===== src/softusb_macros.svh =====
`ifndef SOFTUSB_MACROS_SVH
`define SOFTUSB_MACROS_SVH

// Transmit queue depth in bytes
// Power of two keeps the pointer logic small
`define SOFTUSB_FIFO_DEPTH 16

// usb_clk cycles per line bit
// 48 MHz clock against 12 Mbit/s full speed
`define SOFTUSB_BIT_CYCLES 4

// Consecutive ones after which a zero is stuffed
`define SOFTUSB_STUFF_LIMIT 6

// Consecutive SE0 cycles that mark a disconnect
// Roughly 2.6 us at 48 MHz
`define SOFTUSB_DISCON_CYCLES 127

`endif


===== src/softusb_pkg.sv =====
`default_nettype none

package softusb_pkg;

	// One packet byte as it moves through the queue and the serializer
	typedef logic [7:0] usb_byte_t;

	// Line state as seen by the receivers
	// Upper bit is vm, lower bit is vp
	typedef logic [1:0] line_state_t;

	// Single ended zero, both lines low
	localparam line_state_t LS_SE0 = 2'b00;
	// Idle state of a full speed line
	localparam line_state_t LS_J   = 2'b01;
	localparam line_state_t LS_K   = 2'b10;

	// One queue entry
	// Last flag marks the final byte of a packet
	typedef struct packed {
		usb_byte_t data;
		logic      last;
	} tx_entry_t;

	// Transmit port selection, one enable bit per port
	typedef logic [1:0] port_sel_t;

	// Bit positions inside port_sel_t
	localparam int PORT_A = 0;
	localparam int PORT_B = 1;

endpackage

`default_nettype wire


===== src/softusb_byte_if.sv =====
`timescale 1ns/10ps
`default_nettype none

// Byte stream from the transmit queue to the serializer
// Transfer on any cycle with valid and ready both high
interface softusb_byte_if import softusb_pkg::*; ();

	// Payload of the current head entry
	usb_byte_t data;
	// Head byte closes its packet
	logic      last;
	// Head entry present, held until taken
	logic      valid;
	// Serializer takes the head entry
	logic      ready;

	// Queue side
	modport source (
		output data,
		output last,
		output valid,
		input  ready
	);

	// Serializer side
	modport sink (
		input  data,
		input  last,
		input  valid,
		output ready
	);

endinterface

`default_nettype wire


===== src/softusb_tx_fifo.sv =====
`timescale 1ns/10ps
`default_nettype none
`include "softusb_macros.svh"

// Byte queue between the client and the serializer
// Each entry keeps its last flag so packet boundaries survive
module softusb_tx_fifo import softusb_pkg::*; (
	input  wire logic      usb_clk,
	input  wire logic      usb_rst,

	// Client write side
	input  wire usb_byte_t wr_data,
	input  wire logic      wr_last,
	input  wire logic      wr_valid,
	output logic           wr_ready,

	// Read side toward the serializer
	softusb_byte_if.source rd
);

	localparam int DEPTH = `SOFTUSB_FIFO_DEPTH;
	localparam int PTR_W = $clog2(DEPTH);

	// Entry storage
	tx_entry_t mem [DEPTH];

	logic [PTR_W-1:0] wr_ptr;
	logic [PTR_W-1:0] rd_ptr;
	// One bit wider than the pointers to tell full from empty
	logic [PTR_W:0]   count;

	logic push;
	logic pop;

	// Client is held only while the queue is full
	assign wr_ready = (count != (PTR_W+1)'(DEPTH));
	assign push     = wr_valid && wr_ready;

	// Head entry shows on the read side straight from storage
	assign rd.valid = (count != '0);
	assign rd.data  = mem[rd_ptr].data;
	assign rd.last  = mem[rd_ptr].last;
	assign pop      = rd.valid && rd.ready;

	always_ff @(posedge usb_clk) begin
		if (push) begin
			mem[wr_ptr] <= '{data: wr_data, last: wr_last};
		end
	end

	always_ff @(posedge usb_clk) begin
		if (usb_rst) begin
			wr_ptr <= '0;
			rd_ptr <= '0;
			count  <= '0;
		end else begin
			// Pointers wrap at the end of storage
			if (push) begin
				wr_ptr <= (wr_ptr == PTR_W'(DEPTH - 1)) ? '0 : wr_ptr + PTR_W'(1);
			end
			if (pop) begin
				rd_ptr <= (rd_ptr == PTR_W'(DEPTH - 1)) ? '0 : rd_ptr + PTR_W'(1);
			end
			// Push and pop together leave the count unchanged
			case ({push, pop})
				2'b10:   count <= count + (PTR_W+1)'(1);
				2'b01:   count <= count - (PTR_W+1)'(1);
				default: count <= count;
			endcase
		end
	end

	// Occupancy stays within storage
	a_count_bound: assert property (@(posedge usb_clk) disable iff (usb_rst)
		count <= (PTR_W+1)'(DEPTH));

endmodule

`default_nettype wire


===== src/flat_wrapper.sv =====
// flat-port wrapper written by rule: the top's interface ports become plain ports
module softusb_tx_fifo_flat import softusb_pkg::*;
  (usb_clk, usb_rst, wr_data, wr_last, wr_valid, wr_ready, rd_data, rd_last, rd_valid, rd_ready);
  softusb_byte_if rd_i ();
  input  wire logic usb_clk;
  input  wire logic usb_rst;
  input  wire usb_byte_t wr_data;
  input  wire logic wr_last;
  input  wire logic wr_valid;
  output logic wr_ready;
  output wire logic [$bits(rd_i.data)-1:0] rd_data;
  output wire logic [$bits(rd_i.last)-1:0] rd_last;
  output wire logic [$bits(rd_i.valid)-1:0] rd_valid;
  input wire logic [$bits(rd_i.ready)-1:0] rd_ready;
  assign rd_data = rd_i.data;
  assign rd_last = rd_i.last;
  assign rd_valid = rd_i.valid;
  assign rd_i.ready = rd_ready;
  softusb_tx_fifo u_core (.usb_clk(usb_clk), .usb_rst(usb_rst), .wr_data(wr_data), .wr_last(wr_last), .wr_valid(wr_valid), .wr_ready(wr_ready), .rd(rd_i));
endmodule

===== config.mk =====
export PLATFORM = sky130hd
export DESIGN_NAME = softusb_tx_fifo_flat
export DESIGN_NICKNAME = d
export VERILOG_FILES = /design/src/softusb_pkg.sv /design/src/softusb_byte_if.sv /design/src/softusb_tx_fifo.sv /design/src/flat_wrapper.sv
export VERILOG_INCLUDE_DIRS = /design/src
export SDC_FILE = /design/constraint.sdc
export NUM_CORES = 1
export LEC_CHECK = 0
export BUFFER_PORTS_ARGS = -buffer_cell sky130_fd_sc_hd__buf_4
export CAP_MARGIN = 20
export CORE_UTILIZATION = 61
export CTS_CLUSTER_SIZE = 24
export DETAILED_ROUTE_END_ITERATION = 6
export PLACE_DENSITY_LB_ADDON = 0.25
export SLEW_MARGIN = 0
export SYNTH_ARGS = -nofsm -noshare
export SYNTH_HDL_FRONTEND = slang
export SYNTH_SLANG_ARGS = --single-unit
export TNS_END_PERCENT = 50

===== constraint.sdc =====
create_clock -name usb_clk -period 4.1 [get_ports usb_clk]
set_clock_uncertainty 0.15 [all_clocks]
set_input_delay 0 -clock usb_clk [delete_from_list [all_inputs] [get_ports usb_clk]]
set_output_delay 0 -clock usb_clk [all_outputs]
set_load 0.1 [all_outputs]

==> flow_summary.yaml <==
floorplan:
  core_area_sq_mm: 0.01032
  io_pins: 24
  die_h_microns: 105.3
  fp.dieW_microns: 105.3
  initial_utilization: 0.6307
  rows: 37
  die_area_sq_mm: 0.01109
critical_path:
  crit_path_start_kind: "flop"
  slowest_stage: "nor4_2"
  crit_top_cell: "ha_1"
  worstPathBufferInverterCount: 1
  arrival_ns: 3.42
  crit_required_ns: 4.42
  crit_fanout: 12
  crit_family: "simple AND/OR/NAND/NOR gates"
  end_kind: "flop"
  cp_slowest_stage_delay_ns: 0.45
  path_cells: "nor4_2, a21boi_4, inv_2, ha_1, xor2_1, ha_1, o21ai_0, or3_1, a2111o_1, nand4_1"
  reg2reg_slack_ns: 1.00
  path_class: "reg2reg"
routing:
  routed_wl_microns: 13060
  first_iter_violations: 314
  drtPass1Iterations: 4
  drc: 0
  wl_per_cell_microns: 24.01
  drtAntennaViolNets: 0
  vias: 3474
  via_per_inst: 6.386
clock_tree:
  cts_num_sinks: 161
  clk_latency_ns: 0.53
  cts_max_path_buffers: 2
  clk_pin_slew_worst_paths_ns: 0.07
  cts_buffers: 17
  tritoncts: "yes"
  cts_root_buffer: "clkbuf_8"
  cts_setup_buffers: 0
  h-tree-depth: 4
logic_synthesis:
  synth-seq-cells: 161
  yosysWarningCount: 0
  synth.distinct_cells: 47
  synth_top_cell_by_area: "edfxtp_1"
  yosysTopAreaCellShare: 0.6641
  synth_seq_area_share: 0.7164
  synth_nets: 375
  async_reset_ff_frac: 0
  synth.area.top_cells: "edfxtp_1 66%, mux4_2 12%, dfxtp_1 5.2%, a22oi_1 2.1%, ha_1 1.7%"
  syn_area_per_cell_sq_um: 18.45
  syn_inst: 353
  synth-edff-count: 144
  synth_area_sq_mm: 0.006511
  synth_ff_type: "edfxtp_1"
hold_path:
  hold_path_class: "in2reg"
placed_design:
  dp.final_hpwl_microns: 7819
  gp_congestion: 0.7827
  port_buffers: 23
grt:
  grt_pass1_wl_microns: 20270
  antenna_found_initial: 0
  grt_overflow: 0
  grt_pass1_vias: 3573
  gr-usage-all-layers: 0.2602
  grt_max_degree: 21
power_and_ir_drop:
  p_comb_frac: 0.284
  power_density_mw_per_mm2: 635.1
  p_sw_frac: 0.3443
  p_switching_w: 0.001637
  p_leak_nw: 2.512
  pwr-share-clk: 0.301
  intPower_w: 0.003119
  peakVddDrop_mv: 0.6967
  power_frac_seq: 0.415
layout:
  area_delta_synth_final_pct: 15.01
  fin_nets: 417
  drive_above_1_share: 0.2770
  n_fill_cell: 588
  diodes: 0
  final_util: 0.7254
timing:
  maxSlewHeadroom: 0.2419
  worst_pin_slew_ns: 1.133
  clock.fmax_ghz: 0.3230
  hold_viol: 0
  setup-violations-final: 0
  period_needed_ns: 3.096
  setup_tns_ns: 0
  fin_crit_sh: 0.7552
  finalMaxSlewViolations: 0
  rsz0062_at_grt: "false"
status:
  status: "finished clean"
flow_run:
  cap_violations: 0
==> cell usage after synthesis, types with 5 or more instances <==
cell type / instances
mux4_2: 36
clkbuf_1: 7
nand2_1: 21
and3_1: 8
nor2_1: 13
dfxtp_1: 17
edfxtp_1: 144
nor4b_1: 5
ha_1: 9
a21oi_1: 7
a22oi_1: 18
==> routing by layer <==
metal  vias up  GRT usage  share of wire
met4         0     0.1046          0.017
met2       127     0.4206           0.51
met5         -          0              0
met1      1805     0.3437           0.42
li1       1517          -              -
met3        25    0.06370          0.051
==> area by class of cell <==
class	instances	area [sq um]	share of cell area
inverter	6	22.52	0.003008
sequential	161	4666	0.6231
timing repair buffer	44	360.3	0.04812
clock inverter	15	127.6	0.01704
tap	136	170.2	0.02272
multi-input combinational	165	1728	0.2307
clock buffer	17	414.1	0.05530
==> placed cells by master, fill, tap and decap left out, types with 9 or more instances in the layout <==
| cell | count |
|---|---|
| buf_4 | 32 |
| clkbuf_16 | 16 |
| nand2_1 | 21 |
| edfxtp_1 | 144 |
| dfxtp_1 | 16 |
| a22oi_1 | 18 |
| nor2_1 | 13 |
| dlygate4sd3_1 | 12 |
| ha_1 | 9 |
| mux4_2 | 36 |
==> state kept, by name (all words and copies together) (netlist names), named ones only <==
| register | count |
|---|---|
| u_core.rd_ptr | 4 |
| u_core.mem | 144 |
| u_core.wr_ptr | 4 |
| u_core.count | 5 |
==> kinds of logic after synthesis <==
family          after synthesis  synth area share
buf+inv                      27           0.02210
xor+xnor                      5          0.006725
mux                          38            0.1276
simple gates                 73           0.06265
flops                       161            0.7164
compound gates               40           0.04727
fa+ha+maj                     9           0.01729
==> repair_timing <==
action / 4_1_cts / 5_1_grt
hold buffers: 12 / 0
gates resized for setup: 0 / 0
endpoints found under the hold margin: 161 / 0
==> through the flow <==
| stage | setup WS, ns | cells | total power, W | instance area [sq um] | hold WS [ns] |
|---|---|---|---|---|---|
| after detailed placement | 1.061 | 500 | 0.003345 | 6827 | 0.1599 |
| after global placement | 1.140 | 500 | 0.003318 | 6827 | 0.1483 |
| after global routing | 0.8444 | 544 | 0.004921 | 7488 | 0.1775 |
| final | 1.004 | 544 | 0.004756 | 7488 | 0.1658 |
| after floorplan | 1.254 | 353 | 0.003090 | 6511 | -0.05113 |
| after CTS | 1.029 | 544 | 0.004768 | 7488 | 0.1628 |
==> final timing paths <==
kind                                                    start                            to  cells after the start
worst min register to register  u_core.rd_ptr[0]$_SDFFE_PP0N_                          flop                      2
worst max-delay path             u_core.count[1]$_SDFFE_PP0P_  u_core.count[4]$_SDFFE_PP0P_                     10
worst max register to register   u_core.count[1]$_SDFFE_PP0P_  u_core.count[4]$_SDFFE_PP0P_                     10
worst min-delay path                               wr_data[5]    u_core.mem[8][6]$_DFFE_PP_                      2
==> power by group through the flow <==
stage | combinational (W) | clock (W) | sequential, W
6_report | 0.00135 | 0.00143 | 0.00197
5_1_grt | 0.00143 | 0.00150 | 0.00199
4_1_cts | 0.00135 | 0.00144 | 0.00198
3_5_place_dp | 0.00133 | 0 | 0.00201
3_3_place_gp | 0.00131 | 0 | 0.00201
2_1_floorplan | 0.00116 | 0 | 0.00193
Power figures use the tool's default switching activity.
