===== config.mk =====
export PLATFORM = sky130hd
export DESIGN_NAME = softusb_linemon
export DESIGN_NICKNAME = d
export VERILOG_FILES = /design/src/softusb_pkg.sv /design/src/softusb_linemon.sv
export VERILOG_INCLUDE_DIRS = /design/src
export SDC_FILE = /design/constraint.sdc
export NUM_CORES = 1
export LEC_CHECK = 0
export ABC_AREA = 1
export BUFFER_PORTS_ARGS = -buffer_cell sky130_fd_sc_hd__buf_2
export CORE_AREA = 2 2 39 41
export CTS_CLUSTER_DIAMETER = 120
export DETAILED_ROUTE_END_ITERATION = 8
export DIE_AREA = 0 0 41 43
export GPL_ROUTABILITY_DRIVEN = 0
export GPL_TIMING_DRIVEN = 0
export MAX_ROUTING_LAYER = met4
export RECOVER_POWER = 50
export SYNTH_ARGS = -nofsm -noshare
export SYNTH_HDL_FRONTEND = slang
export SYNTH_SLANG_ARGS = --single-unit

===== constraint.sdc =====
create_clock -name usb_clk -period 1.4 [get_ports usb_clk]
set_input_delay 0.07 -clock usb_clk [delete_from_list [all_inputs] [get_ports usb_clk]]
set_output_delay 0.07 -clock usb_clk [all_outputs]
set_load 0.005 [all_outputs]

===== src/softusb_macros.svh =====
`ifndef SOFTUSB_MACROS_SVH
`define SOFTUSB_MACROS_SVH

// Transmit queue depth in bytes
// Power of two keeps the pointer logic small
`define SOFTUSB_FIFO_DEPTH 16

// usb_clk cycles per line bit
// 48 MHz clock against 12 Mbit/s full speed
`define SOFTUSB_BIT_CYCLES 4

// Consecutive ones after which a zero is stuffed
`define SOFTUSB_STUFF_LIMIT 6

// Consecutive SE0 cycles that mark a disconnect
// Roughly 2.6 us at 48 MHz
`define SOFTUSB_DISCON_CYCLES 127

`endif


===== src/softusb_pkg.sv =====
`default_nettype none

package softusb_pkg;

	// One packet byte as it moves through the queue and the serializer
	typedef logic [7:0] usb_byte_t;

	// Line state as seen by the receivers
	// Upper bit is vm, lower bit is vp
	typedef logic [1:0] line_state_t;

	// Single ended zero, both lines low
	localparam line_state_t LS_SE0 = 2'b00;
	// Idle state of a full speed line
	localparam line_state_t LS_J   = 2'b01;
	localparam line_state_t LS_K   = 2'b10;

	// One queue entry
	// Last flag marks the final byte of a packet
	typedef struct packed {
		usb_byte_t data;
		logic      last;
	} tx_entry_t;

	// Transmit port selection, one enable bit per port
	typedef logic [1:0] port_sel_t;

	// Bit positions inside port_sel_t
	localparam int PORT_A = 0;
	localparam int PORT_B = 1;

endpackage

`default_nettype wire


===== src/softusb_linemon.sv =====
`timescale 1ns/10ps
`default_nettype none
`include "softusb_macros.svh"

// Disconnect detector for one port
// Flags an SE0 that lasts SOFTUSB_DISCON_CYCLES cycles or more
module softusb_linemon import softusb_pkg::*; (
	input  wire logic        usb_clk,
	input  wire logic        usb_rst,

	input  wire line_state_t line_state,

	output logic             discon
);

	localparam int CNT_W = $clog2(`SOFTUSB_DISCON_CYCLES + 1);

	// Consecutive SE0 cycles, stops at the limit
	logic [CNT_W-1:0] se0_cnt;
	logic             is_se0;
	logic             saturated;

	assign is_se0    = (line_state == LS_SE0);
	assign saturated = (se0_cnt == CNT_W'(`SOFTUSB_DISCON_CYCLES));

	always_ff @(posedge usb_clk) begin
		if (usb_rst) begin
			se0_cnt <= '0;
		end else if (!is_se0) begin
			// Any J or K restarts the run
			se0_cnt <= '0;
		end else if (!saturated) begin
			se0_cnt <= se0_cnt + CNT_W'(1);
		end
	end

	// Drops on the first cycle the line leaves SE0,
	// without waiting for the counter to clear
	assign discon = saturated && is_se0;

endmodule

`default_nettype wire


==> results by group, run 1 <==
Place
  • Detailed Place HPWL: 494 µm
  • DP Area: between 400 and 500 µm²
  • I/O Buffers: 4
  • Pre-CTS setup slack: 0.192 ns

Clock network
  • Post-CTS Hold Fix Bufs: 0
  • Clk slew on worst S/H paths: approximately 0.050 ns
  • Root Driver: clkbuf_4
  • CTS Buffer Depth: 2
  • Clock buffer count from CTS: 3
  • Clk Latency, worst-skew pair: 0.25 ns
  • TritonCTS clock tree: done
  • H-tree Lvls: 1
  • Number of clock sinks: 7

GRT
  • Initial antenna violation count: 0
  • Vias in the first global route: approximately 310
  • Total Routing Usage GR: about a tenth
  • Largest net degree at the start of global routing: 7
  • First-pass GRT wire length: 1.15 mm
  • Gr ovfl total: 0

Setup path
  • Critical path data required time: ~1.3 ns
  • Worst setup endpoint: discon
  • Crit path DAT: 1.26 ns
  • Crit path capture type: output pin
  • R2R setup slack: 0.21 ns
  • Max stage delay on crit path: roughly 0.36 ns
  • Crit path launch: se0_cnt[1]
  • Crit path kind: flip-flop to output pin
  • CP Cell Sequence: ha_4 > nand2_2 > nor2_4 > nand2_4 > nor3_1 > buf_2
  • Reg2reg start: se0_cnt[1]
  • Crit path launch type: flip-flop
  • Slowest CP cell: dfxtp_4
  • CP Max Fanout: 3
  • Reg2Reg Depth: 7
  • Worst R2R End: se0_cnt[4]

Layout
  • Final nets: 67
  • Filler instances: between 150 and 200
  • Synth-to-layout area growth: 30.0%
  • Largest Register: se0_cnt
  • Largest register FFs: 7
  • Post-layout instance area: 472 µm²
  • Share of cells above drive strength 1: 32.8%
  • Antenna Cells: 0
  • Top flop regs: se0_cnt (7)

Floorplanning
  • Die Y-Extent: between 40 and 50 µm
  • Die width: 41 µm
  • CORE AREA: 1380 µm²
  • Die area: between 1500 and 2000 µm²
  • Starting Density: a little over a quarter
  • Io pins: 5
  • Rows: 14

STA
  • Final worst path period share: 95.0%
  • Worst-Margin Slew: 0.265 ns
  • Endpoints failing setup: 0
  • Max_slew headroom: just over 80%
  • Fin. Hold Viols: 0
  • Min Hold Slack: 0.0990 ns
  • Unrepaired setup endpoints after global routing: false
  • Final worst slack: approximately 0.070 ns
  • Slew Viols, Final: 0
  • Setup_tns: 0 ns
  • Fin Clk Skew: just under 0.0008 ns
  • Fmax: 752 MHz
  • Fin crit period: between 1 and 1.5 ns

Job
  • Max-Cap Viols: 0

Route
  • Drt first-iter violations: 1
  • Final wirelength: roughly 700 µm
  • Vias: about 340
  • Routed len/inst: between 9 and 10 µm
  • First-pass DRT Iterations: 2
  • Vias per cell: roughly 4.4
  • DR DRC count: 0
  • Antenna viol nets, final: 0

Synthesis
  • Area leader, netlist: dfxtp_1
  • Top-count cell post-synth: nor2_1
  • Synth area leaders: dfxtp_1, nor2_1, nand2_1
  • Net Count, Synth: 55
  • Yosys top cell area share: 38.6%
  • Number of synthesized register bits: 7
  • Synth Instances: 50
  • Register area share after synthesis: ~39%
  • Post-synth top cells: nor2_1, nand2_1, dfxtp_1
  • Synth cell types: 18
  • EDFF count, synth: 0
  • Ys async rst share: 0%
  • Syn Area/Cell: around 7.3 µm²
  • Mapped cell area: between 300 and 400 µm²
  • Primary FF master, synth: dfxtp_1
  • Yosys warnings: 0

Worst hold path
  • Min-delay src: usb_rst
  • Hold Path Depth: 4
  • Min-Delay Path Class: input pin to flip-flop

Power
  • Power density over the cells: 855 nW/µm²
  • Peak supply drop: 0.341 mV
  • Leak: 0.000197 µW

Run status
  • Status: finished, final reports clean
==> area by class of cell <==
cell class	instances	area [µm²]	area share (%)
Multi-Input combinational cell	35	204	43.2
Sequential cell	7	148	31.3
Timing Repair Buffer	7	42.5	9.02
Inverter	8	31.3	6.63
Clock buffer	4	26.3	5.57
Tap cell	16	20.0	4.24
==> report_power, final <==
part	internal, µW	switching (µW)	total [µW]
sequential	198	1.60	200
combinational	8.92	9.72	18.6
clock	109	76.3	185
total	316	87.6	403
==> metal layers <==
layer  up-vias  part of all wire [%]  global-route usage (%)
met2         3                    50                    15.9
met5         -                     0                       -
met4         0                   3.0                    8.00
li1        178                     -                       -
met1       157                    45                    9.71
met3         4                   1.8                    3.14
==> metrics by stage <==
stage	cells	power, µW	util (%)
finish	77	403	34.1
global route	77	421	34.1
CTS	76	413	33.2
detailed placement	70	223	29.1
global placement	70	222	29.1
floorplan	50	214	-
==> critical path, delay by kind of cell, from the launching register on <==
| family | cells | cell delay [ns] |
|---|---|---|
| buffers and inverters | 1 | 0.13 |
| DFF | 1 | 0.36 |
| and+or+nand+nor | 4 | 0.39 |
| adders and majority gates | 1 | 0.13 |
==> what timing repair did <==
action	CTS	global route
pin swaps	2	1
buffers inserted	2	1
cloned	0	0
endpoints found under the setup margin	1	1
resized for setup	4	2
==> worst min-delay path by stage <==
stage | slack (ns) | to
2_1_floorplan | 0.17 | discon
3_3_place_gp | 0.36 | se0_cnt[4]
3_5_place_dp | 0.36 | se0_cnt[5]
4_1_cts | 0.09 | se0_cnt[5]
5_1_grt | 0.13 | se0_cnt[4]
6_report | 0.1 | se0_cnt[4]
==> kinds of logic after synthesis <==
family	after synthesis	synth area share, %
fa+ha+maj	1	3.45
buf+inv	8	8.62
simple gates	25	35.5
compound gates	9	13.8
flops	7	38.6
==> layout by cell type, fill, tap and decap left out, drive strengths merged <==
master  Yosys  final
nor2       12     12
nand2      10     10
inv         7      7
dfxtp       7      7
buf         0      7
a21oi       4      4
clkbuf      0      4
o21ai       3      3
o211ai      2      2
nor3        2      2
nand3       1      1
clkinv      1      1
ha          1      1
(Power assumes the default switching activity.)
==> run 2: changes to the inputs <==
- PLACE_DENSITY: not set -> 0.54
==> results by group, run 2 (synthesis gave the netlist of run 1 again) <==
GRT
  • Total Routing Usage GR: 11.5% (+1.3 points)
  • Initial antenna violation count: 0 (unchanged)
  • Vias in the first global route: 339 (+10%)
  • Largest net degree at the start of global routing: 7 (unchanged)
  • Gr ovfl total: 0 (unchanged)
  • First-pass GRT wire length: 1.25 mm (+8.3%)

STA
  • Unrepaired setup endpoints after global routing: false
  • Fin Clk Skew: 0.0115 ns (+0.0107 ns)
  • Worst-Margin Slew: 0.250 ns (-0.0149 ns)
  • Setup_tns: 0 ns (unchanged)
  • Final worst path period share: 94.9% (about the same)
  • Max_slew headroom: 83.3% (+1.0 points)
  • Fin crit period: 1.33 ns (-0.00132 ns)
  • Slew Viols, Final: 0 (unchanged)
  • Fin. Hold Viols: 0 (unchanged)
  • Endpoints failing setup: 0 (unchanged)
  • Fmax: 753 MHz (about the same)

Layout
  • Antenna Cells: 0 (unchanged)
  • Most common cell after layout, fill and taps aside: nor2_1
  • Most frequent cells in the layout: nor2_1, nand2_1, inv_1, dfxtp_1
  • Share of cells above drive strength 1: 34.9% (+2.1 points)
  • Final nets: 69 (+3.0%)
  • Largest Register: se0_cnt
  • Fin cells: 79 (+2.6%)
  • Synth-to-layout area growth: 29.3%
  • Top flop regs: se0_cnt (7)
  • Final Core Density: 33.9% (-0.18 points)
  • Largest register FFs: 7 (unchanged)

Run status
  • Status: finished, final reports clean

Route
  • Antenna viol nets, final: 0 (unchanged)
  • Final wirelength: 775 µm (+10%)
  • Vias: 347 (+1.5%)
  • DR DRC count: 0 (unchanged)
  • Routed len/inst: 9.81 µm (+7.5%)
  • First-pass DRT Iterations: 2 (unchanged)
  • Drt first-iter violations: 5 (+4)
  • Vias per cell: 4.39 (-1.1%)

Setup path
  • Crit path DAT: 1.26 ns (about the same)
  • Critical path data required time: 1.33 ns (about the same)
  • Crit path capture type: output pin
  • Crit path kind: flip-flop to output pin
  • Crit path launch type: flip-flop
  • CP Max Fanout: 3 (unchanged)

Worst hold path
  • Min-Delay Path Class: input pin to flip-flop

Floorplanning
  • Rows: 14 (unchanged)
  • Die Y-Extent: 43 µm (unchanged)
  • Die width: 41 µm (unchanged)
  • Io pins: 5 (unchanged)
  • Starting Density: 26.2% (unchanged)
  • Die area: 1760 µm² (unchanged)
  • CORE AREA: 1380 µm² (unchanged)

Power
  • Leak: 0.000207 µW (+4.8%)
  • Total Power: 411 µW (+1.9%)
  • Power density over the cells: 876 nW/µm² (+2.4%)
  • Peak supply drop: 0.418 mV (+23%)

Place
  • # placed instances: 70 (unchanged)
  • I/O Buffers: 4 (unchanged)
  • Detailed Place HPWL: 493 µm (-0.12%)

Clock network
  • CTS Buffer Depth: 2 (unchanged)
  • Clock buffer count from CTS: 3 (unchanged)
  • H-tree Lvls: 1 (unchanged)
  • Post-CTS Hold Fix Bufs: 0 (unchanged)
  • Clk slew on worst S/H paths: 0.06 ns (about the same)
  • Number of clock sinks: 7 (unchanged)
  • TritonCTS clock tree: done
  • Root Driver: clkbuf_4
  • Clk Latency, worst-skew pair: 0.26 ns (about the same)

Job
  • Max-Cap Viols: 0 (unchanged)
-- run 2: cell types whose count changed in the layout (fill, tap and decap cells not counted), sizes merged --
| cell | change |
|---|---|
| buf | +1 |
| clkbuf | +1 |
-- run 2: routing by layer --
| metal | global-route usage [%] | up-vias | wire length [µm] |
|---|---|---|---|
| li1 | - | 185 | - |
| met1 | 10.0 | 155 | 317 |
| met2 | 17.8 | 5 | 410 |
| met3 | 7.85 | 2 | 31 |
| met4 | 6.00 | 0 | 15 |
| met5 | - | - | 0 |
-- run 2: cell type report --
| class | count | area (µm²) |
|---|---|---|
| fillers | 161 | 915 |
| multi-input cells | 35 | 194 |
| flip-flops and latches | 7 | 143 |
| repair buffers | 9 | 55.1 |
| inverters | 8 | 31.3 |
| clock buffers | 4 | 26.3 |
| well taps | 16 | 20.0 |
-- run 2: path summary, 6_finish.rpt --
kind | depth (start not counted) | startpoint | slack, ns | endpoint
max | 6 | se0_cnt[1] | 0.07 | discon
min | 4 | usb_rst | 0.08 | se0_cnt[4]
max reg2reg | 8 | se0_cnt[0] | 0.16 | se0_cnt[3]
min reg2reg | 2 | se0_cnt[5] | 0.54 | se0_cnt[5]
-- run 2: repair_timing --
item,4_1_cts,5_1_grt
resized for setup,3,0
pin swaps,2,1
endpoints found under the setup margin,1,1
buffers inserted,3,2
-- run 2: metrics by stage --
step                      hold WS [ns]  cell area (µm²)  worst slack [ns]
after floorplan                  0.174              363             0.321
after global placement           0.360              403             0.209
after detailed placement         0.360              403             0.197
after CTS                       0.0823              457            0.0250
after global routing             0.113              469           0.00445
final                           0.0828              469            0.0715
-- run 2: worst max-delay path, stage by stage (launching register included) --
cell,delay (ns)
dfxtp_2,0.33
ha_2,0.17
nand2_2,0.08
nor2_4,0.12
nand2_4,0.06
nor3_1,0.11
buf_2,0.13
-- run 2: power breakdown --
| part | total [µW] | internal (µW) | leakage (µW) | switching (µW) |
|---|---|---|---|---|
| registers | 202 | 201 | 0.0000574 | 0.855 |
| clock network | 190 | 109 | 0.0000150 | 81.0 |
| logic | 18.8 | 8.92 | 0.000134 | 9.86 |
| total | 411 | 319 | 0.000207 | 91.7 |
