**src/softusb_macros.svh**
```systemverilog
`ifndef SOFTUSB_MACROS_SVH
`define SOFTUSB_MACROS_SVH

// Transmit queue depth in bytes
// Power of two keeps the pointer logic small
`define SOFTUSB_FIFO_DEPTH 16

// usb_clk cycles per line bit
// 48 MHz clock against 12 Mbit/s full speed
`define SOFTUSB_BIT_CYCLES 4

// Consecutive ones after which a zero is stuffed
`define SOFTUSB_STUFF_LIMIT 6

// Consecutive SE0 cycles that mark a disconnect
// Roughly 2.6 us at 48 MHz
`define SOFTUSB_DISCON_CYCLES 127

`endif

```
**src/softusb_pkg.sv**
```systemverilog
`default_nettype none

package softusb_pkg;

	// One packet byte as it moves through the queue and the serializer
	typedef logic [7:0] usb_byte_t;

	// Line state as seen by the receivers
	// Upper bit is vm, lower bit is vp
	typedef logic [1:0] line_state_t;

	// Single ended zero, both lines low
	localparam line_state_t LS_SE0 = 2'b00;
	// Idle state of a full speed line
	localparam line_state_t LS_J   = 2'b01;
	localparam line_state_t LS_K   = 2'b10;

	// One queue entry
	// Last flag marks the final byte of a packet
	typedef struct packed {
		usb_byte_t data;
		logic      last;
	} tx_entry_t;

	// Transmit port selection, one enable bit per port
	typedef logic [1:0] port_sel_t;

	// Bit positions inside port_sel_t
	localparam int PORT_A = 0;
	localparam int PORT_B = 1;

endpackage

`default_nettype wire

```
**src/softusb_byte_if.sv**
```systemverilog
`timescale 1ns/10ps
`default_nettype none

// Byte stream from the transmit queue to the serializer
// Transfer on any cycle with valid and ready both high
interface softusb_byte_if import softusb_pkg::*; ();

	// Payload of the current head entry
	usb_byte_t data;
	// Head byte closes its packet
	logic      last;
	// Head entry present, held until taken
	logic      valid;
	// Serializer takes the head entry
	logic      ready;

	// Queue side
	modport source (
		output data,
		output last,
		output valid,
		input  ready
	);

	// Serializer side
	modport sink (
		input  data,
		input  last,
		input  valid,
		output ready
	);

endinterface

`default_nettype wire

```
**src/softusb_tx.sv**
```systemverilog
`timescale 1ns/10ps
`default_nettype none
`include "softusb_macros.svh"

// Full speed serializer
// LSB first, NRZI coded, zero stuffed after a run of ones, closed by EOP
// Also drives a bus reset while generate_reset is held
module softusb_tx import softusb_pkg::*; (
	input  wire logic    usb_clk,
	input  wire logic    usb_rst,

	softusb_byte_if.sink in,

	input  wire logic    generate_reset,

	output logic         txp,
	output logic         txm,
	output logic         txoe
);

	localparam int PHASE_W = $clog2(`SOFTUSB_BIT_CYCLES);
	localparam int ONES_W  = $clog2(`SOFTUSB_STUFF_LIMIT + 1);

	typedef enum logic [2:0] {
		ST_IDLE,
		ST_DATA,
		ST_EOP_SE0,
		ST_EOP_J,
		ST_BUS_RESET
	} tx_state_t;

	tx_state_t state;
	tx_state_t state_nxt;

	// Position inside the current bit period
	logic [PHASE_W-1:0] phase;
	logic               bit_end;

	// Bits of the current byte still to send, next one at bit 0
	logic [6:0]         rest;
	// Index of the data bit on the line
	logic [2:0]         bit_idx;
	logic               cur_last;

	// Byte taken early for a gapless stream
	usb_byte_t          nxt_data;
	logic               nxt_last;
	logic               nxt_valid;

	// Run of ones on the line, stuffing included
	logic [ONES_W-1:0]  ones;
	// NRZI level, 1 is J
	logic               level;
	logic               level_nxt;
	// Set during the second SE0 bit of an EOP
	logic               eop_half;

	logic               take;
	logic               stuff;
	logic               more_bits;
	logic               load_byte;
	logic               data_step;
	logic               send;
	logic               out_bit;
	usb_byte_t          next_byte;
	logic               next_is_last;

	assign bit_end = (phase == PHASE_W'(`SOFTUSB_BIT_CYCLES - 1));

	// Idle takes a new packet unless a bus reset is asked for
	// In data, the next byte is taken during the last bit
	assign in.ready = ((state == ST_IDLE) && !generate_reset) ||
		((state == ST_DATA) && (bit_idx == 3'd7) && !cur_last && !nxt_valid);
	assign take = in.valid && in.ready;

	always_comb begin
		// Byte taken on this very cycle counts as present
		next_byte    = nxt_valid ? nxt_data : in.data;
		next_is_last = nxt_valid ? nxt_last : in.last;
		stuff        = (ones == ONES_W'(`SOFTUSB_STUFF_LIMIT));
		more_bits    = (bit_idx != 3'd7);
		load_byte    = !cur_last && (nxt_valid || take);
		data_step    = (state == ST_DATA) && bit_end;
		send         = ((state == ST_IDLE) && take) ||
			(data_step && (stuff || more_bits || load_byte));

		// Bit that goes on the line next
		if (state == ST_IDLE) begin
			out_bit = in.data[0];
		end else if (stuff) begin
			out_bit = 1'b0;
		end else if (more_bits) begin
			out_bit = rest[0];
		end else begin
			out_bit = next_byte[0];
		end
	end

	always_comb begin
		state_nxt = state;
		level_nxt = level;
		case (state)
			ST_IDLE: begin
				if (generate_reset) begin
					state_nxt = ST_BUS_RESET;
				end else if (take) begin
					// NRZI starts from J, a zero moves to K
					state_nxt = ST_DATA;
					level_nxt = out_bit;
				end
			end
			ST_DATA: begin
				if (send) begin
					level_nxt = out_bit ? level : ~level;
				end else if (bit_end) begin
					// Last byte done, or underrun
					state_nxt = ST_EOP_SE0;
				end
			end
			ST_EOP_SE0: begin
				if (bit_end && eop_half) begin
					state_nxt = ST_EOP_J;
				end
			end
			ST_EOP_J: begin
				if (bit_end) begin
					state_nxt = ST_IDLE;
				end
			end
			ST_BUS_RESET: begin
				if (!generate_reset) begin
					state_nxt = ST_IDLE;
				end
			end
			default: state_nxt = ST_IDLE;
		endcase
	end

	always_ff @(posedge usb_clk) begin
		if (usb_rst) begin
			state     <= ST_IDLE;
			level     <= 1'b1;
			phase     <= '0;
			eop_half  <= 1'b0;
			ones      <= '0;
			nxt_valid <= 1'b0;
			txoe      <= 1'b0;
			txp       <= 1'b1;
			txm       <= 1'b0;
		end else begin
			state <= state_nxt;
			level <= level_nxt;

			// Bit pacing only runs while packet or EOP is on the line
			if ((state == ST_IDLE) || (state == ST_BUS_RESET) || bit_end) begin
				phase <= '0;
			end else begin
				phase <= phase + PHASE_W'(1);
			end

			if ((state == ST_EOP_SE0) && bit_end) begin
				eop_half <= ~eop_half;
			end

			if (send) begin
				if (!out_bit) begin
					ones <= '0;
				end else if (state == ST_IDLE) begin
					ones <= ONES_W'(1);
				end else begin
					ones <= ones + ONES_W'(1);
				end
			end

			// Early byte is held until its turn comes
			if (take && (state == ST_DATA)) begin
				nxt_valid <= 1'b1;
			end
			if (data_step && !stuff && !more_bits) begin
				nxt_valid <= 1'b0;
			end

			// Outputs follow the next state so txoe rises one cycle after the take
			txoe <= (state_nxt != ST_IDLE);
			case (state_nxt)
				ST_DATA: begin
					txp <= level_nxt;
					txm <= ~level_nxt;
				end
				ST_EOP_SE0, ST_BUS_RESET: begin
					txp <= 1'b0;
					txm <= 1'b0;
				end
				default: begin
					txp <= 1'b1;
					txm <= 1'b0;
				end
			endcase
		end
	end

	always_ff @(posedge usb_clk) begin
		if (take && (state == ST_DATA)) begin
			nxt_data <= in.data;
			nxt_last <= in.last;
		end
		if ((state == ST_IDLE) && take) begin
			// Bit 0 goes straight to the line
			rest     <= in.data[7:1];
			bit_idx  <= '0;
			cur_last <= in.last;
		end else if (data_step && !stuff) begin
			if (more_bits) begin
				rest    <= rest >> 1;
				bit_idx <= bit_idx + 3'd1;
			end else if (load_byte) begin
				rest     <= next_byte[7:1];
				bit_idx  <= '0;
				cur_last <= next_is_last;
			end
		end
	end

	// SE0 appears only in EOP or bus reset
	a_se0_state: assert property (@(posedge usb_clk) disable iff (usb_rst)
		(!txp && !txm) |-> ((state == ST_EOP_SE0) || (state == ST_BUS_RESET)));

	// Line released whenever the serializer is idle
	a_idle_oe: assert property (@(posedge usb_clk) disable iff (usb_rst)
		(state == ST_IDLE) |-> !txoe);

endmodule

`default_nettype wire

```
**src/flat_wrapper.sv**
```systemverilog
// flat-port wrapper written by rule: the top's interface ports become plain ports
module softusb_tx_flat import softusb_pkg::*;
  (usb_clk, usb_rst, generate_reset, txp, txm, txoe, in_data, in_last, in_valid, in_ready);
  softusb_byte_if in_i ();
  input  wire logic usb_clk;
  input  wire logic usb_rst;
  input  wire logic generate_reset;
  output logic txp;
  output logic txm;
  output logic txoe;
  input wire logic [$bits(in_i.data)-1:0] in_data;
  input wire logic [$bits(in_i.last)-1:0] in_last;
  input wire logic [$bits(in_i.valid)-1:0] in_valid;
  output wire logic [$bits(in_i.ready)-1:0] in_ready;
  assign in_i.data = in_data;
  assign in_i.last = in_last;
  assign in_i.valid = in_valid;
  assign in_ready = in_i.ready;
  softusb_tx u_core (.usb_clk(usb_clk), .usb_rst(usb_rst), .in(in_i), .generate_reset(generate_reset), .txp(txp), .txm(txm), .txoe(txoe));
endmodule
```
**config.mk**
```make
export PLATFORM = sky130hd
export DESIGN_NAME = softusb_tx_flat
export DESIGN_NICKNAME = d
export VERILOG_FILES = /design/src/softusb_pkg.sv /design/src/softusb_byte_if.sv /design/src/softusb_tx.sv /design/src/flat_wrapper.sv
export VERILOG_INCLUDE_DIRS = /design/src
export SDC_FILE = /design/constraint.sdc
export NUM_CORES = 1
export LEC_CHECK = 0
export ABC_AREA = 1
export ABC_CLOCK_PERIOD_IN_PS = 5000
export BUFFER_PORTS_ARGS = -buffer_cell sky130_fd_sc_hd__buf_4
export CORE_ASPECT_RATIO = 2
export CORE_MARGIN = 2
export CORE_UTILIZATION = 62
export CTS_CLUSTER_DIAMETER = 120
export CTS_CLUSTER_SIZE = 8
export DETAILED_ROUTE_END_ITERATION = 6
export PLACE_DENSITY = 0.94
export SLEW_MARGIN = 20
export SYNTH_ARGS = -nofsm -noshare
export SYNTH_HDL_FRONTEND = slang
export SYNTH_SLANG_ARGS = --single-unit
```
**constraint.sdc**
```tcl
create_clock -name usb_clk -period 5 [get_ports usb_clk]
set_input_delay 1 -clock usb_clk [delete_from_list [all_inputs] [get_ports usb_clk]]
set_output_delay 1 -clock usb_clk [all_outputs]
set_load 0.005 [all_outputs]
```
==> flow_results.org <==
** Timing
- Setup repair after global routing left no endpoint under its margin.
- The total count of hold-check failures in the final report was 0.
- Worst hold slack :: between 0.4 and 0.5 ns
- For the finished layout, the period the worst path requires is 2.812 ns.
- Of the available clock period, the critical path in the final layout requires 0.5623.
- Actual transition at the worst max-transition pin :: just under 0.8 ns
- TNS Setup :: 0 ns
- For this run, the top clock speed supported by timing is roughly 360 MHz.
- On the final layout, the worst clock skew is 0.006145 ns.
- Normalized max-slew margin :: 0.4732
- The max-slew violation count was 0.
- Final setup violation count :: 0

** Clock tree
- Clock net sink count :: 34
- The later pin in the worst-skew pair is clocked with a latency of roughly 0.29 ns.
- Buffers inserted during clock tree synthesis total 5.
- The H-tree was split into 2 levels.
- After clock tree synthesis, the clock-pin slew on the worst setup and hold paths is approximately 0.07 ns.
- CTS root buf :: clkbuf_8
- TritonCTS clock tree :: yes
- Setup Buffers After CTS :: 0
- In this run, post-CTS repair resized a total of 0 instances.
- No sink is reached through more buffers than the 2 on the longest clock path.
- Number of buffers inserted for hold repair after clock tree synthesis :: 0

** Global route
- Leftover overflow at the end of global routing :: 0
- First-pass GRT wire length :: 5816 um
- Pin count of the biggest net entering global routing :: 16
- Total GRT Usage :: 0.2735
- Antenna violations before repair :: 0
- The via count of the first global-routing pass was ~1400.

** Drt
- For this block, the initial DRC count from the detailed router was 36.
- The routed layout has about 1400 vias.
- Dividing the detail-routed wire length by the instance count gives 14.61 um.
- The first detailed-routing pass took 4 iterations.
- Summed over all layers, the routed wires come to 3448 um.
- After detailed routing, the number of vias per cell comes to roughly 5.8.
- DR DRC count :: 0
- Detail Route Antenna Nets :: 0

** Synth
- Combinational family with the most area after synthesis :: simple AND/OR/NAND/NOR gates
- EDFF count, synth :: 17
- Share of flip-flops with an asynchronous set or reset :: 0
- Post-synth top area cell :: edfxtp_1
- After synthesis the cells add up to around 1700 um^2.
- Complex-gate fraction of the synthesized area :: 0.1048
- The cell count after synthesis came out at around 190.
- Simple logic cell fraction of the synthesized area :: 0.2908
- Yosys attributes the largest share of cell area to edfxtp_1, dfxtp_1, nand3_1.
- The share of the Yosys chip area taken by registers is 0.5018.
- Total nets after synthesis :: 205
- By instance count, the leading cell after synthesis is nand3_1.
- Synth cell types :: 29
- Syn. warnings :: 0
- The most used flip-flop cell after synthesis is edfxtp_1.
- Of the total synthesized cell area, the portion taken by full adders, half adders and majority gates is 0.03690.
- Fraction of synthesized area in multiplexers :: 0
- After synthesis, the most frequently instantiated cells are nand3_1, nor2_1, nand2_1, inv_1.
- Mean cell area of the mapped netlist :: about 9.1 um^2
- Synthesis inferred 34 register bits.
- The share of synthesized area in the top cell type comes to 0.3011.
- Of the total synthesized cell area, the portion taken by XOR and XNOR cells is 0.005166.

** Die
- The die is a little over 40 um wide.
- FP Rows :: 26
- Number of ports placed on the die boundary :: 17
- Chip Height :: 77.95 um
- The region available for standard cell placement spans roughly 2600 um^2.
- Die outline area :: ~3200 um^2
- The initial utilization of the core area, before any placement, comes to 0.6597.

** Critical path
- On the worst path, the slowest cell contributes a delay of 0.37 ns.
- The most critical setup path has its startpoint at u_core.bit_idx[0].
- The signal on the critical path passes through ha_1 -> ha_1 -> inv_2 -> nor2_1 -> nand2_1 -> nand2_2 -> buf_4.
- The worst setup path is captured at an output pin.
- Reg-to-reg startpoint :: u_core.bit_idx[0]
- STA classifies the critical path startpoint as a flip-flop.
- Cell depth of the worst setup path :: 7
- The endpoint identified for the worst register-to-register timing path is u_core.rest[4].
- Master of the slowest instance on the critical path :: dfxtp_1
- Worst setup path class :: reg -> out
- Across all register-to-register paths, the minimum setup slack is 2.46 ns.
- Termination of the worst setup path :: in_ready
- By instance count, the cell type seen most on the critical path is ha_1.
- At the worst endpoint, the arrival time is 1.81 ns.
- Top cell family by delay on the critical path :: adder cells
- Maximum fanout along the worst path :: 11
- Sum of buffers and inverters on the critical path :: 2
- Data required time at the worst endpoint :: 4.00 ns
- Worst reg-to-reg path cell count :: 12

** Hold path
- Worst Hold Class :: reg -> reg
- The startpoint identified for the worst hold timing path is u_core.phase[0].

** Power
- Power spent charging and discharging nets :: about 150 uW
- The internal portion of the total power is ~430 uW.
- Static leakage :: ~0.86 nW
- Power spread over the standard cell area amounts to 300.5 nW/um^2.
- Largest voltage drop on the vdd net :: roughly 0.28 mV
- Of the total power, the share spent switching nets is 0.2595.
- Portion of total power attributed to sequential cells :: 0.537
- Part of the total power dissipated in combinational logic :: 0.123
- Clock group share of total power :: 0.340

** Placed design
- HPWL Detailed :: 2696 um
- At the end of routability-driven placement, the weighted congestion stood at between 0.8 and 0.9.
- Number of port buffers :: 16
- Number of cells after detailed placement :: roughly 230

** Run
- The tool flagged a number of max-cap violations equal to 0.

** Finish
- # diodes :: 0
- The finished layout holds between 200 and 250 standard cells, fillers aside.
- Of the cells placed in the final design, the portion with a size suffix greater than 1 is 0.2404.
- Synthesis-to-finish area growth :: 12.99%
- For this run, the share of the core covered by cells in the final layout is 0.7454.
- In the final design database the tool counted roughly 230 nets.

** Run status
- Result of the run :: complete, no violations
## logic make-up after synthesis
logic type	count (synthesis)
flip-flops	34
XOR/XNOR	1
adder cells (fa/ha/maj)	5
AND/OR/NAND/NOR	94
AO/OA/AOI/OAI	28
buffers and inverters	25
## registers in the layout, summed over array words and instances, names as in the netlist, 2 cells and up
signal / cells
u_core.phase: 2
u_core.rest: 7
u_core.ones: 3
u_core.state: 3
u_core.bit_idx: 3
u_core.nxt_data: 8
## how the worst min path moves through the flow
stage / end / slack [ns] / cells past startpoint
6_report: u_core.phase[0] / 0.43 / 1
2_1_floorplan: u_core.phase[0] / 0.40 / 1
3_3_place_gp: u_core.phase[0] / 0.41 / 1
4_1_cts: u_core.phase[0] / 0.43 / 1
5_1_grt: u_core.phase[0] / 0.46 / 1
3_5_place_dp: u_core.phase[0] / 0.42 / 1
## layout by cell type (no fill, tap or decap)
cell         n
xor2_1       1
o211a_1      1
inv_2        4
clkinv_2     1
nor2_1      23
buf_4       16
nor2_4       1
dfxtp_1     17
clkbuf_8     5
o21ai_2      1
o21ai_1      2
nand2_2      9
a21oi_4      1
nor3_1       1
inv_1       18
nand2_1     19
o31ai_1      2
clkinv_1     1
nor2_8       1
ha_1         5
a21oi_2      2
a21oi_1      8
nand3_1     31
nand3_2      3
nor2_2       1
nand2_4      4
edfxtp_1    17
o21ai_0      9
o211ai_1     1
o21a_1       1
clkinvlp_4   1
nand4_1      1
## per-layer routing
layer | global-route usage | wire, um | up-vias | part of all wire
met1 | 0.2539 | 1153 | 637 | 0.33
met5 | 0 | 0 | - | 0
met4 | 0.1967 | 175 | 0 | 0.051
met2 | 0.4531 | 1962 | 47 | 0.57
li1 | - | - | 670 | -
met3 | 0.07429 | 157 | 18 | 0.046
## area by class of cell
type                    instances  area [um^2]
flip-flops and latches         34        850.8
multi-input cells             128        742.0
fillers                       190        654.4
repair buffers                 16        120.1
inverters                      22        82.58
clock buffers                   5        68.82
well taps                      28        35.03
clock inverters                 3        16.27
## per-stage QoR
step / instance area (um^2) / total power, mW / setup WS [ns]
floorplan: 1695 / 0.3596 / 2.709
global placement: 1831 / 0.3812 / 2.469
detailed placement: 1831 / 0.3850 / 2.385
CTS: 1916 / 0.5800 / 2.191
global route: 1916 / 0.5962 / 2.048
finish: 1916 / 0.5757 / 2.188
## power groups by stage
stage                     clock network [mW]  registers (mW)  logic [mW]
after floorplan                            0           0.314      0.0452
after global placement                     0           0.315      0.0661
after detailed placement                   0           0.315      0.0696
after CTS                              0.201           0.309      0.0702
after global routing                   0.208           0.311      0.0780
final                                  0.196           0.309      0.0708
## worst register-to-register path, delay by kind of cell, from the launching register on
kind	cells	cell delay, ns
adders and majority gates	2	0.52
AOI/OAI and AO/OA	1	0.19
and+or+nand+nor	7	0.83
buffers and inverters	2	0.29
DFF	1	0.37
Note: power is estimated with default switching activity, not from simulation.
